[src/hw/uart_bridge_pkg.sv]
package uart_bridge_pkg;

  localparam int NUM_CH       = 4;
  localparam int CH_W         = 2;
  localparam int CLKS_PER_BIT = 16;
  localparam int FRAME_BITS   = 11;

  // response start bit must show up within this many cycles
  localparam int RX_TIMEOUT = 40 * CLKS_PER_BIT;

  localparam int CLK_CNT_W = $clog2(CLKS_PER_BIT);
  localparam int BIT_CNT_W = $clog2(FRAME_BITS);
  localparam int TMO_W     = $clog2(RX_TIMEOUT);

  // counter end values
  localparam logic [CLK_CNT_W-1:0] BIT_LAST   = CLK_CNT_W'(CLKS_PER_BIT - 1);
  localparam logic [CLK_CNT_W-1:0] SAMPLE_PT  = CLK_CNT_W'(CLKS_PER_BIT / 2 - 1);
  localparam logic [BIT_CNT_W-1:0] FRAME_LAST = BIT_CNT_W'(FRAME_BITS - 1);
  localparam logic [TMO_W-1:0]     TMO_LAST   = TMO_W'(RX_TIMEOUT - 1);

  typedef logic [CH_W-1:0] ch_t;

  typedef struct packed {
    logic       rd;
    logic [6:0] addr;
    logic [7:0] wdata;
  } cmd_fields_t;

  // byte 1 goes out as the address frame, byte 0 as the data frame
  typedef union packed {
    cmd_fields_t     f;
    logic [1:0][7:0] b;
  } cmd_word_u;

  typedef struct packed {
    ch_t        ch;
    logic       timeout;
    logic       parity_err;
    logic [7:0] data;
  } rsp_t;

endpackage

[src/hw/cmd_dispatch.sv]
`timescale 1ns/1ns

module cmd_dispatch (
  input  logic                              clk,
  input  logic                              rst_n,
  input  uart_bridge_pkg::cmd_word_u        cmd,
  input  logic [uart_bridge_pkg::CH_W-1:0]  ch,
  input  logic                              cmd_vld,
  output logic                              cmd_rdy,
  input  logic [uart_bridge_pkg::NUM_CH-1:0] busy,
  output logic [uart_bridge_pkg::NUM_CH-1:0] start,
  output uart_bridge_pkg::cmd_word_u        ch_cmd [uart_bridge_pkg::NUM_CH]
);

  logic [uart_bridge_pkg::NUM_CH-1:0] sel;
  logic [uart_bridge_pkg::NUM_CH-1:0] acc_mask;
  logic [uart_bridge_pkg::NUM_CH-1:0] pending;
  logic                               accept;

  assign sel      = {{(uart_bridge_pkg::NUM_CH - 1){1'b0}}, 1'b1} << ch;
  assign cmd_rdy  = !busy[ch] && !pending[ch];
  assign accept   = cmd_vld && cmd_rdy;
  assign acc_mask = accept ? sel : '0;

  // pending bridges the two cycles until the engine reports busy
  always_ff @(posedge clk or negedge rst_n) begin
    if (!rst_n) begin
      start   <= '0;
      pending <= '0;
    end else begin
      start   <= acc_mask;
      pending <= (pending & ~busy) | acc_mask;
    end
  end

  always_ff @(posedge clk) begin
    for (int i = 0; i < uart_bridge_pkg::NUM_CH; i++) begin
      if (acc_mask[i])
        ch_cmd[i] <= cmd;
    end
  end

endmodule

[src/hw/rsp_collect.sv]
`timescale 1ns/1ns

module rsp_collect (
  input  logic                               clk,
  input  logic                               rst_n,
  input  logic [uart_bridge_pkg::NUM_CH-1:0] rsp_vld,
  input  uart_bridge_pkg::rsp_t              rsp [uart_bridge_pkg::NUM_CH],
  output logic [uart_bridge_pkg::NUM_CH-1:0] take,
  output logic                               read_vld,
  output uart_bridge_pkg::rsp_t              read_rsp
);

  uart_bridge_pkg::ch_t ptr;
  uart_bridge_pkg::ch_t gnt_idx;
  uart_bridge_pkg::ch_t idx;
  logic                 gnt_any;

  // search starts one past the last grant
  always_comb begin
    gnt_any = 1'b0;
    gnt_idx = ptr;
    idx     = ptr;
    for (int k = 1; k <= uart_bridge_pkg::NUM_CH; k++) begin
      idx = ptr + uart_bridge_pkg::ch_t'(k);
      if (!gnt_any && rsp_vld[idx]) begin
        gnt_any = 1'b1;
        gnt_idx = idx;
      end
    end
  end

  always_comb begin
    take = '0;
    if (gnt_any)
      take[gnt_idx] = 1'b1;
  end

  always_ff @(posedge clk or negedge rst_n) begin
    if (!rst_n) begin
      ptr      <= '1;
      read_vld <= 1'b0;
    end else begin
      read_vld <= gnt_any;
      if (gnt_any)
        ptr <= gnt_idx;
    end
  end

  always_ff @(posedge clk) begin
    if (gnt_any)
      read_rsp <= rsp[gnt_idx];
  end

  // a granted response is gone one cycle later
  a_take_drops: assert property (@(posedge clk) disable iff (!rst_n)
    (take != '0) |=> ((rsp_vld & $past(take)) == '0));

endmodule

[src/hw/uart_bridge_top.sv]
`timescale 1ns/1ns

module uart_bridge_top (
  input  logic                               clk,
  input  logic                               rst_n,
  input  uart_bridge_pkg::cmd_word_u         cmd,
  input  logic [uart_bridge_pkg::CH_W-1:0]   ch,
  input  logic                               cmd_vld,
  output logic                               cmd_rdy,
  output logic [uart_bridge_pkg::NUM_CH-1:0] tx,
  input  logic [uart_bridge_pkg::NUM_CH-1:0] rx,
  output logic                               read_vld,
  output uart_bridge_pkg::rsp_t              read_rsp
);

  logic [uart_bridge_pkg::NUM_CH-1:0] busy;
  logic [uart_bridge_pkg::NUM_CH-1:0] start;
  logic [uart_bridge_pkg::NUM_CH-1:0] rsp_vld;
  logic [uart_bridge_pkg::NUM_CH-1:0] take;
  uart_bridge_pkg::cmd_word_u         ch_cmd [uart_bridge_pkg::NUM_CH];
  uart_bridge_pkg::rsp_t              rsp [uart_bridge_pkg::NUM_CH];

  cmd_dispatch u_dispatch (
    .clk     (clk),
    .rst_n   (rst_n),
    .cmd     (cmd),
    .ch      (ch),
    .cmd_vld (cmd_vld),
    .cmd_rdy (cmd_rdy),
    .busy    (busy),
    .start   (start),
    .ch_cmd  (ch_cmd)
  );

  for (genvar i = 0; i < uart_bridge_pkg::NUM_CH; i++) begin : g_eng
    uart_cmd_engine u_eng (
      .clk     (clk),
      .rst_n   (rst_n),
      .start   (start[i]),
      .cmd     (ch_cmd[i]),
      .ch_id   (uart_bridge_pkg::ch_t'(i)),
      .busy    (busy[i]),
      .rsp_vld (rsp_vld[i]),
      .rsp     (rsp[i]),
      .take    (take[i]),
      .tx      (tx[i]),
      .rx      (rx[i])
    );
  end

  rsp_collect u_collect (
    .clk      (clk),
    .rst_n    (rst_n),
    .rsp_vld  (rsp_vld),
    .rsp      (rsp),
    .take     (take),
    .read_vld (read_vld),
    .read_rsp (read_rsp)
  );

endmodule

[src/hw/uart_cmd_engine.sv]
`timescale 1ns/1ns

module uart_cmd_engine (
  input  logic                            clk,
  input  logic                            rst_n,
  input  logic                            start,
  input  uart_bridge_pkg::cmd_word_u      cmd,
  input  logic [uart_bridge_pkg::CH_W-1:0] ch_id,
  output logic                            busy,
  output logic                            rsp_vld,
  output uart_bridge_pkg::rsp_t           rsp,
  input  logic                            take,
  output logic                            tx,
  input  logic                            rx
);

  typedef enum logic [2:0] {S_IDLE, S_ADDR, S_DATA, S_RXW, S_HOLD} eng_state_t;

  eng_state_t                 state;
  uart_bridge_pkg::cmd_word_u cmd_q;
  logic                       tx_start;
  logic [7:0]                 tx_byte;
  logic                       tx_done;
  logic                       rx_arm;
  logic                       rx_done;
  logic [7:0]                 rx_byte;
  logic                       rx_parity_err;
  logic                       rx_timeout;

  assign busy    = (state != S_IDLE);
  assign rsp_vld = (state == S_HOLD);

  // address byte straight from the dispatcher, data byte from the held copy
  assign tx_start = ((state == S_IDLE) && start) ||
                    ((state == S_ADDR) && tx_done && !cmd_q.f.rd);
  assign tx_byte  = (state == S_IDLE) ? cmd.b[1] : cmd_q.b[0];
  assign rx_arm   = (state == S_ADDR) && tx_done && cmd_q.f.rd;

  always_ff @(posedge clk or negedge rst_n) begin
    if (!rst_n) begin
      state <= S_IDLE;
    end else begin
      case (state)
        S_IDLE: if (start) state <= S_ADDR;
        S_ADDR: begin
          if (tx_done)
            state <= cmd_q.f.rd ? S_RXW : S_DATA;
        end
        S_DATA: if (tx_done) state <= S_IDLE;
        S_RXW:  if (rx_done) state <= S_HOLD;
        S_HOLD: if (take) state <= S_IDLE;
        default: state <= S_IDLE;
      endcase
    end
  end

  always_ff @(posedge clk) begin
    if ((state == S_IDLE) && start)
      cmd_q <= cmd;
    if ((state == S_RXW) && rx_done) begin
      rsp.ch         <= ch_id;
      rsp.timeout    <= rx_timeout;
      rsp.parity_err <= rx_parity_err;
      rsp.data       <= rx_byte;
    end
  end

  uart_tx_frame u_tx (
    .clk      (clk),
    .rst_n    (rst_n),
    .tx_start (tx_start),
    .tx_byte  (tx_byte),
    .tx       (tx),
    .tx_done  (tx_done)
  );

  uart_rx_frame u_rx (
    .clk           (clk),
    .rst_n         (rst_n),
    .rx_arm        (rx_arm),
    .rx            (rx),
    .rx_done       (rx_done),
    .rx_byte       (rx_byte),
    .rx_parity_err (rx_parity_err),
    .rx_timeout    (rx_timeout)
  );

  a_take_held: assert property (@(posedge clk) disable iff (!rst_n)
    take |-> rsp_vld);

  // dispatcher pending mask must keep a running channel from restarting
  a_start_idle: assert property (@(posedge clk) disable iff (!rst_n)
    start |-> !busy);

endmodule

[src/hw/uart_rx_frame.sv]
`timescale 1ns/1ns

module uart_rx_frame (
  input  logic       clk,
  input  logic       rst_n,
  input  logic       rx_arm,
  input  logic       rx,
  output logic       rx_done,
  output logic [7:0] rx_byte,
  output logic       rx_parity_err,
  output logic       rx_timeout
);

  typedef enum logic [1:0] {R_IDLE, R_WAIT, R_RECV} rx_state_t;

  rx_state_t                             state;
  logic                                  rx_meta;
  logic                                  rx_s;
  logic                                  rx_prev;
  logic [uart_bridge_pkg::CLK_CNT_W-1:0] clk_cnt;
  logic [uart_bridge_pkg::BIT_CNT_W-1:0] bit_cnt;
  logic [uart_bridge_pkg::TMO_W-1:0]     tmo_cnt;
  logic [8:0]                            shreg;
  logic                                  fall;
  logic                                  sample;
  logic                                  tmo_hit;
  logic                                  stop_hit;

  assign fall     = rx_prev && !rx_s;
  assign sample   = (state == R_RECV) && (clk_cnt == uart_bridge_pkg::SAMPLE_PT);
  assign stop_hit = sample && (bit_cnt == uart_bridge_pkg::FRAME_LAST);
  assign tmo_hit  = (state == R_WAIT) && !fall && (tmo_cnt == uart_bridge_pkg::TMO_LAST);

  // two-flop sync plus one for edge detect
  always_ff @(posedge clk or negedge rst_n) begin
    if (!rst_n) begin
      rx_meta <= 1'b1;
      rx_s    <= 1'b1;
      rx_prev <= 1'b1;
    end else begin
      rx_meta <= rx;
      rx_s    <= rx_meta;
      rx_prev <= rx_s;
    end
  end

  always_ff @(posedge clk or negedge rst_n) begin
    if (!rst_n) begin
      state   <= R_IDLE;
      clk_cnt <= '0;
      bit_cnt <= '0;
      tmo_cnt <= '0;
      rx_done <= 1'b0;
    end else begin
      rx_done <= tmo_hit || stop_hit;
      case (state)
        R_IDLE: begin
          if (rx_arm) begin
            state   <= R_WAIT;
            tmo_cnt <= '0;
          end
        end
        R_WAIT: begin
          if (fall) begin
            state   <= R_RECV;
            clk_cnt <= '0;
            bit_cnt <= '0;
          end else if (tmo_hit) begin
            state <= R_IDLE;
          end else begin
            tmo_cnt <= tmo_cnt + 1'b1;
          end
        end
        R_RECV: begin
          clk_cnt <= (clk_cnt == uart_bridge_pkg::BIT_LAST) ? '0 : clk_cnt + 1'b1;
          if (stop_hit)
            state <= R_IDLE;
          else if (sample)
            bit_cnt <= bit_cnt + 1'b1;
        end
        default: state <= R_IDLE;
      endcase
    end
  end

  // start bit falls off the end, leaving parity and data
  always_ff @(posedge clk) begin
    if (sample)
      shreg <= {rx_s, shreg[8:1]};
    if (stop_hit) begin
      rx_byte       <= shreg[7:0];
      rx_parity_err <= ~(^shreg) || !rx_s;
      rx_timeout    <= 1'b0;
    end else if (tmo_hit) begin
      rx_byte       <= '0;
      rx_parity_err <= 1'b0;
      rx_timeout    <= 1'b1;
    end
  end

endmodule

[src/hw/uart_tx_frame.sv]
`timescale 1ns/1ns

module uart_tx_frame (
  input  logic       clk,
  input  logic       rst_n,
  input  logic       tx_start,
  input  logic [7:0] tx_byte,
  output logic       tx,
  output logic       tx_done
);

  logic                                  busy;
  logic [uart_bridge_pkg::CLK_CNT_W-1:0] clk_cnt;
  logic [uart_bridge_pkg::BIT_CNT_W-1:0] bit_cnt;
  logic [9:0]                            shreg;
  logic                                  bit_end;

  assign bit_end = busy && (clk_cnt == uart_bridge_pkg::BIT_LAST);
  assign tx_done = bit_end && (bit_cnt == uart_bridge_pkg::FRAME_LAST);

  // a new start may land in the last stop cycle so frames run back to back
  always_ff @(posedge clk or negedge rst_n) begin
    if (!rst_n) begin
      busy    <= 1'b0;
      clk_cnt <= '0;
      bit_cnt <= '0;
      tx      <= 1'b1;
    end else if (tx_start) begin
      busy    <= 1'b1;
      clk_cnt <= '0;
      bit_cnt <= '0;
      tx      <= 1'b0;
    end else if (bit_end) begin
      clk_cnt <= '0;
      tx      <= shreg[0];
      if (bit_cnt == uart_bridge_pkg::FRAME_LAST)
        busy <= 1'b0;
      else
        bit_cnt <= bit_cnt + 1'b1;
    end else if (busy) begin
      clk_cnt <= clk_cnt + 1'b1;
    end
  end

  // stop, odd parity, data; ones fill in behind
  always_ff @(posedge clk) begin
    if (tx_start)
      shreg <= {1'b1, ~^tx_byte, tx_byte};
    else if (bit_end)
      shreg <= {1'b1, shreg[9:1]};
  end

  a_no_overlap: assert property (@(posedge clk) disable iff (!rst_n)
    tx_start |-> !busy || tx_done);

endmodule

[config.mk]
export PLATFORM = sky130hd
export DESIGN_NAME = uart_bridge_top
export DESIGN_NICKNAME = d
export VERILOG_FILES = /design/src/hw/uart_bridge_pkg.sv /design/src/hw/cmd_dispatch.sv /design/src/hw/rsp_collect.sv /design/src/hw/uart_bridge_top.sv /design/src/hw/uart_cmd_engine.sv /design/src/hw/uart_rx_frame.sv /design/src/hw/uart_tx_frame.sv
export SDC_FILE = /design/constraint.sdc
export NUM_CORES = 1
export LEC_CHECK = 0
export BUFFER_PORTS_ARGS = -buffer_cell sky130_fd_sc_hd__buf_2
export CAP_MARGIN = 25
export CORE_MARGIN = 3
export CORE_UTILIZATION = 60
export DETAILED_ROUTE_END_ITERATION = 16
export HOLD_SLACK_MARGIN = 0.15
export PLACE_DENSITY = 0.84
export SLEW_MARGIN = 20
export SYNTH_ARGS = -nofsm -noshare
export SYNTH_HDL_FRONTEND = slang
export SYNTH_HIERARCHICAL = 1
export SYNTH_SLANG_ARGS = --single-unit
export TNS_END_PERCENT = 10
[constraint.sdc]
create_clock -name clk -period 3.7 [get_ports clk]
set_clock_uncertainty 0.15 [all_clocks]
set_input_delay 0.37 -clock clk [delete_from_list [all_inputs] [get_ports clk]]
set_output_delay 0.37 -clock clk [all_outputs]
set_load 0.1 [all_outputs]
## Word level (Yosys, flattened, before mapping)

Index checks and enable logic that the tools add are counted.

| storage, ports and cells | value |
|---|---|
| word-level logic and storage cells | 586 |
| bits of input ports | 25 |
| output and inout port bits | 18 |
| register bits | 451 |

| cells by class | value |
|---|---|
| shifts and indexed selects | 1 |
| reduce and logical (&&, ||, !) cells | 155 |
| muxes and demuxes | 187 |
| equality and inequality tests | 104 |
| add/subtract/negate cells | 23 |
| magnitude comparators | 8 |
| bitwise gates (word level) | 8 |

Operator list:

| cell | count |
|---|---|
| $mux W4 | 42 |
| $mux W10 | 12 |
| $mux W8 | 12 |
| $pmux W10 S2 | 4 |
| $mux W9 | 8 |
| $ne A2 B2 Y1 const B | 36 |
| $add A4 B1 Y4 const B | 16 |
| $eq A4 B4 Y1 const B | 16 |
| $pmux W4 S2 | 8 |
| $mux W3 | 20 |
| $pmux W3 S5 | 4 |
| $logic_and A1 B1 Y1 | 54 |
| $mux W1 | 43 |
| $add A10 B1 Y10 const B | 4 |
| $eq A10 B10 Y1 const B | 4 |
| $mux W2 | 20 |
| $reduce_bool A2 Y1 | 20 |
| $reduce_xor A9 Y1 | 4 |
| $ne A2 B1 Y1 const B | 16 |
| $reduce_and A4 Y1 | 8 |
| $reduce_xnor A8 Y1 | 4 |
| $bmux W12 S2 | 1 |
| $eq A3 B2 Y1 const B | 8 |
| $mux W12 | 2 |
| 28 further kinds | 120 |

## Longest topological paths before layout

| logic depth | value |
|---|---|
| word-level depth | 20 |
| depth in mapped cells | 9 |
| gate-level depth less buffers | 8 |

## Cells and area by module

The synthesis kept the hierarchy.

By module, submodules not included:

| module | cells an instance | times used | area an instance (um^2) | seq. area each (um^2) |
|---|---|---|---|---|
| uart_rx_frame | 164 | 4 | 1969.4 | 1164.9 |
| uart_cmd_engine | 51 | 4 | 938.4 | 705.7 |
| cmd_dispatch | 93 | 1 | 2258.4 | 2122.0 |
| uart_tx_frame at g_eng[1].u_eng.u_tx ... | 75 | 2 | 924.6 | 521.8 |
| rsp_collect | 84 | 1 | 1013.5 | 437.9 |
| uart_tx_frame at g_eng[0].u_eng.u_tx | 75 | 1 | 937.1 | 521.8 |
| uart_tx_frame at g_eng[3].u_eng.u_tx | 75 | 1 | 935.9 | 521.8 |
| uart_bridge_top | 2 | 1 | 7.5 | 0.0 |

## Least setup slack after synthesis

OpenSTA, ideal clock, no wires.

| path | value |
|---|---|
| path kind | register to register |
| start point | reg g_eng[1].u_eng.state[0] |
| end point | reg u_dispatch/ch_cmd[32] in the netlist's numbering, enable pin |
| clock period less this slack | 2.646 ns |
| data required time | 3.139 ns |
| stages on the path, launching flop included | 5 |
| arrival time | 2.085 ns |
| setup time | 0.411 ns |
| path slack | 1.054 ns |
| path buffers | 1 |
| cell sequence | dfrtp_1 -> nor3_2 -> buf_6 -> inv_1 -> nor3_1 |

| between the ends | value |
|---|---|
| word-level cells in the longest chain between the ends | 7 |

RTL lines:

| what | line | source |
|---|---|---|
| start: declaration | uart_cmd_engine.sv:19 | `eng_state_t state;` |
| start signal: assignment | uart_cmd_engine.sv:47 | `state <= cmd_q.f.rd ? S_RXW : S_DATA;` |
| $reduce_bool A3 Y1 | uart_cmd_engine.sv:30 | `assign busy = (state != S_IDLE);` |
| named net busy, one bit | uart_bridge_top.sv:16 | `logic [uart_bridge_pkg::NUM_CH-1:0] busy;` |
| $bmux W1 S2 | cmd_dispatch.sv:21 | `assign cmd_rdy = !busy[ch] && !pending[ch];` |
| $mux W1 (not written as such) | cmd_dispatch.sv:21 |  |
| $logic_not A1 Y1 | cmd_dispatch.sv:21 |  |
| $logic_and A1 B1 Y1 | cmd_dispatch.sv:21 |  |
| $logic_and A1 B1 Y1 | cmd_dispatch.sv:22 | `assign accept = cmd_vld && cmd_rdy;` |
| $mux W4 | cmd_dispatch.sv:23 | `assign acc_mask = accept ? sel : '0;` |
| named net u_dispatch.acc_mask, one bit | cmd_dispatch.sv:16 | `logic [uart_bridge_pkg::NUM_CH-1:0] acc_mask;` |
| end signal: indexed assignment | cmd_dispatch.sv:39 | `ch_cmd[i] <= cmd;` |
| end: declaration | cmd_dispatch.sv:12 | `output uart_bridge_pkg::cmd_word_u ch_cmd [uart_bridge_pkg::NUM_CH]` |

The timed path passes the listed nets, and every way through them passes these cells. The select of a mux whose other input is x is not followed.
A chain may end at the register's enable or synchronous reset.

## Worst setup path in the final report

| path | value |
|---|---|
| start point | reg g_eng[2].u_eng.state[0] |
| end point | out cmd_rdy |

| between the ends | value |
|---|---|
| word-level cells in the longest chain between the ends | 5 |

RTL lines:

| what | line | source |
|---|---|---|
| start: declaration | uart_cmd_engine.sv:19 |  |
| start signal: assignment | uart_cmd_engine.sv:47 |  |
| $reduce_bool A3 Y1 | uart_cmd_engine.sv:30 |  |
| named net busy, one bit | uart_bridge_top.sv:16 |  |
| $bmux W1 S2 | cmd_dispatch.sv:21 |  |
| $mux W1 (not written as such) | cmd_dispatch.sv:21 |  |
| $logic_not A1 Y1 | cmd_dispatch.sv:21 |  |
| $logic_and A1 B1 Y1 | cmd_dispatch.sv:21 |  |
| end: declaration | uart_bridge_top.sv:9 | `output logic cmd_rdy,` |

The timed path passes the listed nets, and every way through them passes these cells. The select of a mux whose other input is x is not followed.

==> results_dict.tcl <==
set metrics [dict create \
    synth.cell_area_um2 18600 \
    fp.dieArea_um2 33200 \
    antenna_found_initial 0 \
    vdd_drop_max_mv 0.527 \
    ys_ff_latch 431 \
    clk_pin_slew_ns 0.06 \
    status "complete, no violations" \
    leakage_nw 7.82 \
    max_slew_margin 0.341 \
    layout-drive-gt1-share 0.187 \
    fin_crit_sh 0.905 \
    areaGrowthSynthToFinish_pct 13.3 \
    rows 63 \
    path_delay_family "simple AND/OR/NAND/NOR gates" \
    p_per_area_nw_per_um2 558 \
    place_congestion 0.868 \
    layout_min_cycle_time_ns 3.35 \
    cts_sinks 431 \
    drt_first_pass_iters 5 \
    dieWidth_um 182 \
    r2r-start "g_eng[3].u_eng/state[0]" \
    synth_enable_flop_cells 268 \
    num_vias 11000 \
    io_pins 43 \
    grt_max_degree 70 \
    ys_seq_area_frac 0.651 \
    avgSynthCellArea_um2 13.9 \
    cp_max_fo 11 \
    drt-initial-drc-count 792 \
    hp-class "reg -> reg" \
    cp-start-kind "flip-flop" \
    synth_ff_type "edfxtp_1" \
    post-place-ws_ns 0.726 \
    fin_nets 1499 \
    dp_hpwl_um 22600 \
    drv_cap 0 \
    rsz0062_at_grt "no" \
    antenna_left 0 \
    clockRootBuffer "clkbuf_16" \
    grt_first_pass_wirelength_um 58200 \
    setup_tns_ns 0 \
    critical_path_class "reg -> out" \
    grt_pass1_vias 11300 \
    arrival_ns 2.83 \
    netlist_instances 1339 \
    async_flop_share 0.369 \
    finalWorstSetupSlack_ns 0.352 \
    timing.hold.ws_ns 0.205 \
    die_h_um 182 \
    critPathLaunch "g_eng[2].u_eng/state[0]" \
    drc 0 \
    wl_per_cell_um 19.3 \
    port_buffers 42 \
    clock_path_buffers 3 \
    cts_setup_buffers 0 \
    required_ns 3.18 \
    hold_viol 0 \
    initial_core_util 0.619 \
    final.fill_count 1875 \
    drv_slew 0 \
    clk_latency_ns 0.54 \
    numCtsBuffers 43 \
    coreArea_um2 30100 \
    n_antenna_cell 0 \
    crit_path_end_kind "primary output" \
    ys_warn_count 6 \
    grt.total_usage 0.217 \
    path_cells "nor3_2 > inv_1 > nor2_1 > mux4_1 > buf_2" \
    critPathBufInv 2 \
    grt-ovfl-total 0 \
    via_per_inst 5.90 \
    setup_violations 0 \
    fmaxAchievable_mhz 299 \
    crit_path_top_delay_cell "nor3_2" \
    cts_tree "done" \
    hold_path.startpoint "g_eng[0].u_eng/u_rx/rx_meta" \
    wl_um 36000 \
    max_stage_delay_ns 0.75 \
    ys_types 75 \
    tightest_slew_ns 0.989 \
    h-tree-depth 2 \
]
[stage by stage]
step	std cells	cell area [um^2]	power (mW)	utilization
floorplan	1345	18700	6.97	-
global placement	1763	19300	7.22	0.642
detailed placement	1763	19300	7.28	0.642
CTS	1867	21100	11.9	0.700
global route	1869	21100	12.3	0.701
finish	1869	21100	11.8	0.701
[cells in the mapped netlist (all sizes together) (5+ instances only)]
library cell	count	area [um^2]
o21bai	12	90.1
a311oi	12	105
and4	9	95.1
a21oi	27	154
a21o	8	60.1
inv	59	221
dfrtp	141	3530
or3b	5	43.8
nor3b	12	110
o21ai	56	295
xnor2	56	490
or3	5	31.3
nor4	8	75.1
ha	28	350
nor2	71	269
nand3	30	170
mux2i	42	420
a41oi	12	105
o31ai	9	81.3
xor2	24	210
edfxtp	268	8050
nor3	22	150
o211ai	8	80.1
nand4	16	100
and3	9	56.3
nand3b	9	67.6
dfstp	18	473
nand2	79	297
a21boi	8	60.1
and2	45	283
mux2	72	811
nand4b	8	70.1
a31oi	24	150
nor2b	11	68.8
buf	30	203
nand2b	16	100
[per-layer routing]
layer	vias up	wire length, um	GRT usage
met1	5475	14800	0.283
met2	309	18400	0.376
met3	87	1610	0.0287
met4	0	1250	0.0823
met5	-	0	0
li1	5151	-	-
[path summary, 6_finish.rpt]
check                                                 end  slack (ns)  cells after the start
setup / recovery                                  cmd_rdy        0.35                      5
hold / removal                   g_eng[0].u_eng/u_rx/rx_s        0.21                      0
setup reg to reg                    u_collect/read_rsp[1]        0.72                      7
hold reg to reg                  g_eng[0].u_eng/u_rx/rx_s        0.21                      0
max in group asynchronous     g_eng[2].u_eng/u_rx/rx_meta        2.28                      3
min in group asynchronous  g_eng[3].u_eng/u_tx/bit_cnt[3]        0.25                      2
[placed cells by master, fill, tap and decap left out, types with 26 or more instances in the layout]
| master | instances |
|---|---|
| and2_1 | 44 |
| dfrtp_1 | 141 |
| nand3_1 | 26 |
| nand2_1 | 79 |
| o21ai_0 | 35 |
| xnor2_1 | 56 |
| inv_1 | 59 |
| mux2_2 | 64 |
| clkbuf_16 | 45 |
| dlygate4sd3_1 | 26 |
| ha_1 | 28 |
| edfxtp_1 | 268 |
| buf_2 | 41 |
| mux2i_1 | 42 |
| nor2_1 | 68 |
[registers in the layout, summed over array words and instances, names as in the netlist, 32 cells and up]
register                  flops
g_eng.u_eng/u_tx/shreg       36
u_dispatch/ch_cmd            64
g_eng.u_eng/u_rx/rx_byte     32
g_eng.u_eng/rsp              48
g_eng.u_eng/u_rx/tmo_cnt     40
g_eng.u_eng/cmd_q            36
g_eng.u_eng/u_rx/shreg       36
[what timing repair did]
| item | CTS | global route |
|---|---|---|
| endpoints found under the hold margin | 139 | 0 |
| hold buffers | 26 | 0 |
| resized for setup | 0 | 0 |
[power breakdown]
group          leakage (nW)  internal, mW  total, mW  switching, mW
logic                  2.79         0.675       1.55          0.877
clock network         0.722          2.80       4.57           1.77
registers              4.31          5.42       5.67          0.249
[area by class of cell]
cell class | count | area, um^2 | share of cell area
Clock inverter | 18 | 274 | 0.0130
Clock buffer | 60 | 1220 | 0.0579
Timing Repair Buffer | 90 | 654 | 0.0310
Tap cell | 390 | 488 | 0.0231
Multi-Input combinational cell | 821 | 6130 | 0.290
Inverter | 59 | 221 | 0.0105
Sequential cell | 431 | 12100 | 0.574
[kinds of logic after synthesis]
family          share of synthesized area
compound gates                     0.0776
xor+xnor                           0.0424
fa+ha+maj                          0.0188
buf+inv                            0.0236
flops                               0.651
mux                                0.0675
other cells                      0.000403
simple gates                        0.119
(Power assumes the default switching activity.)
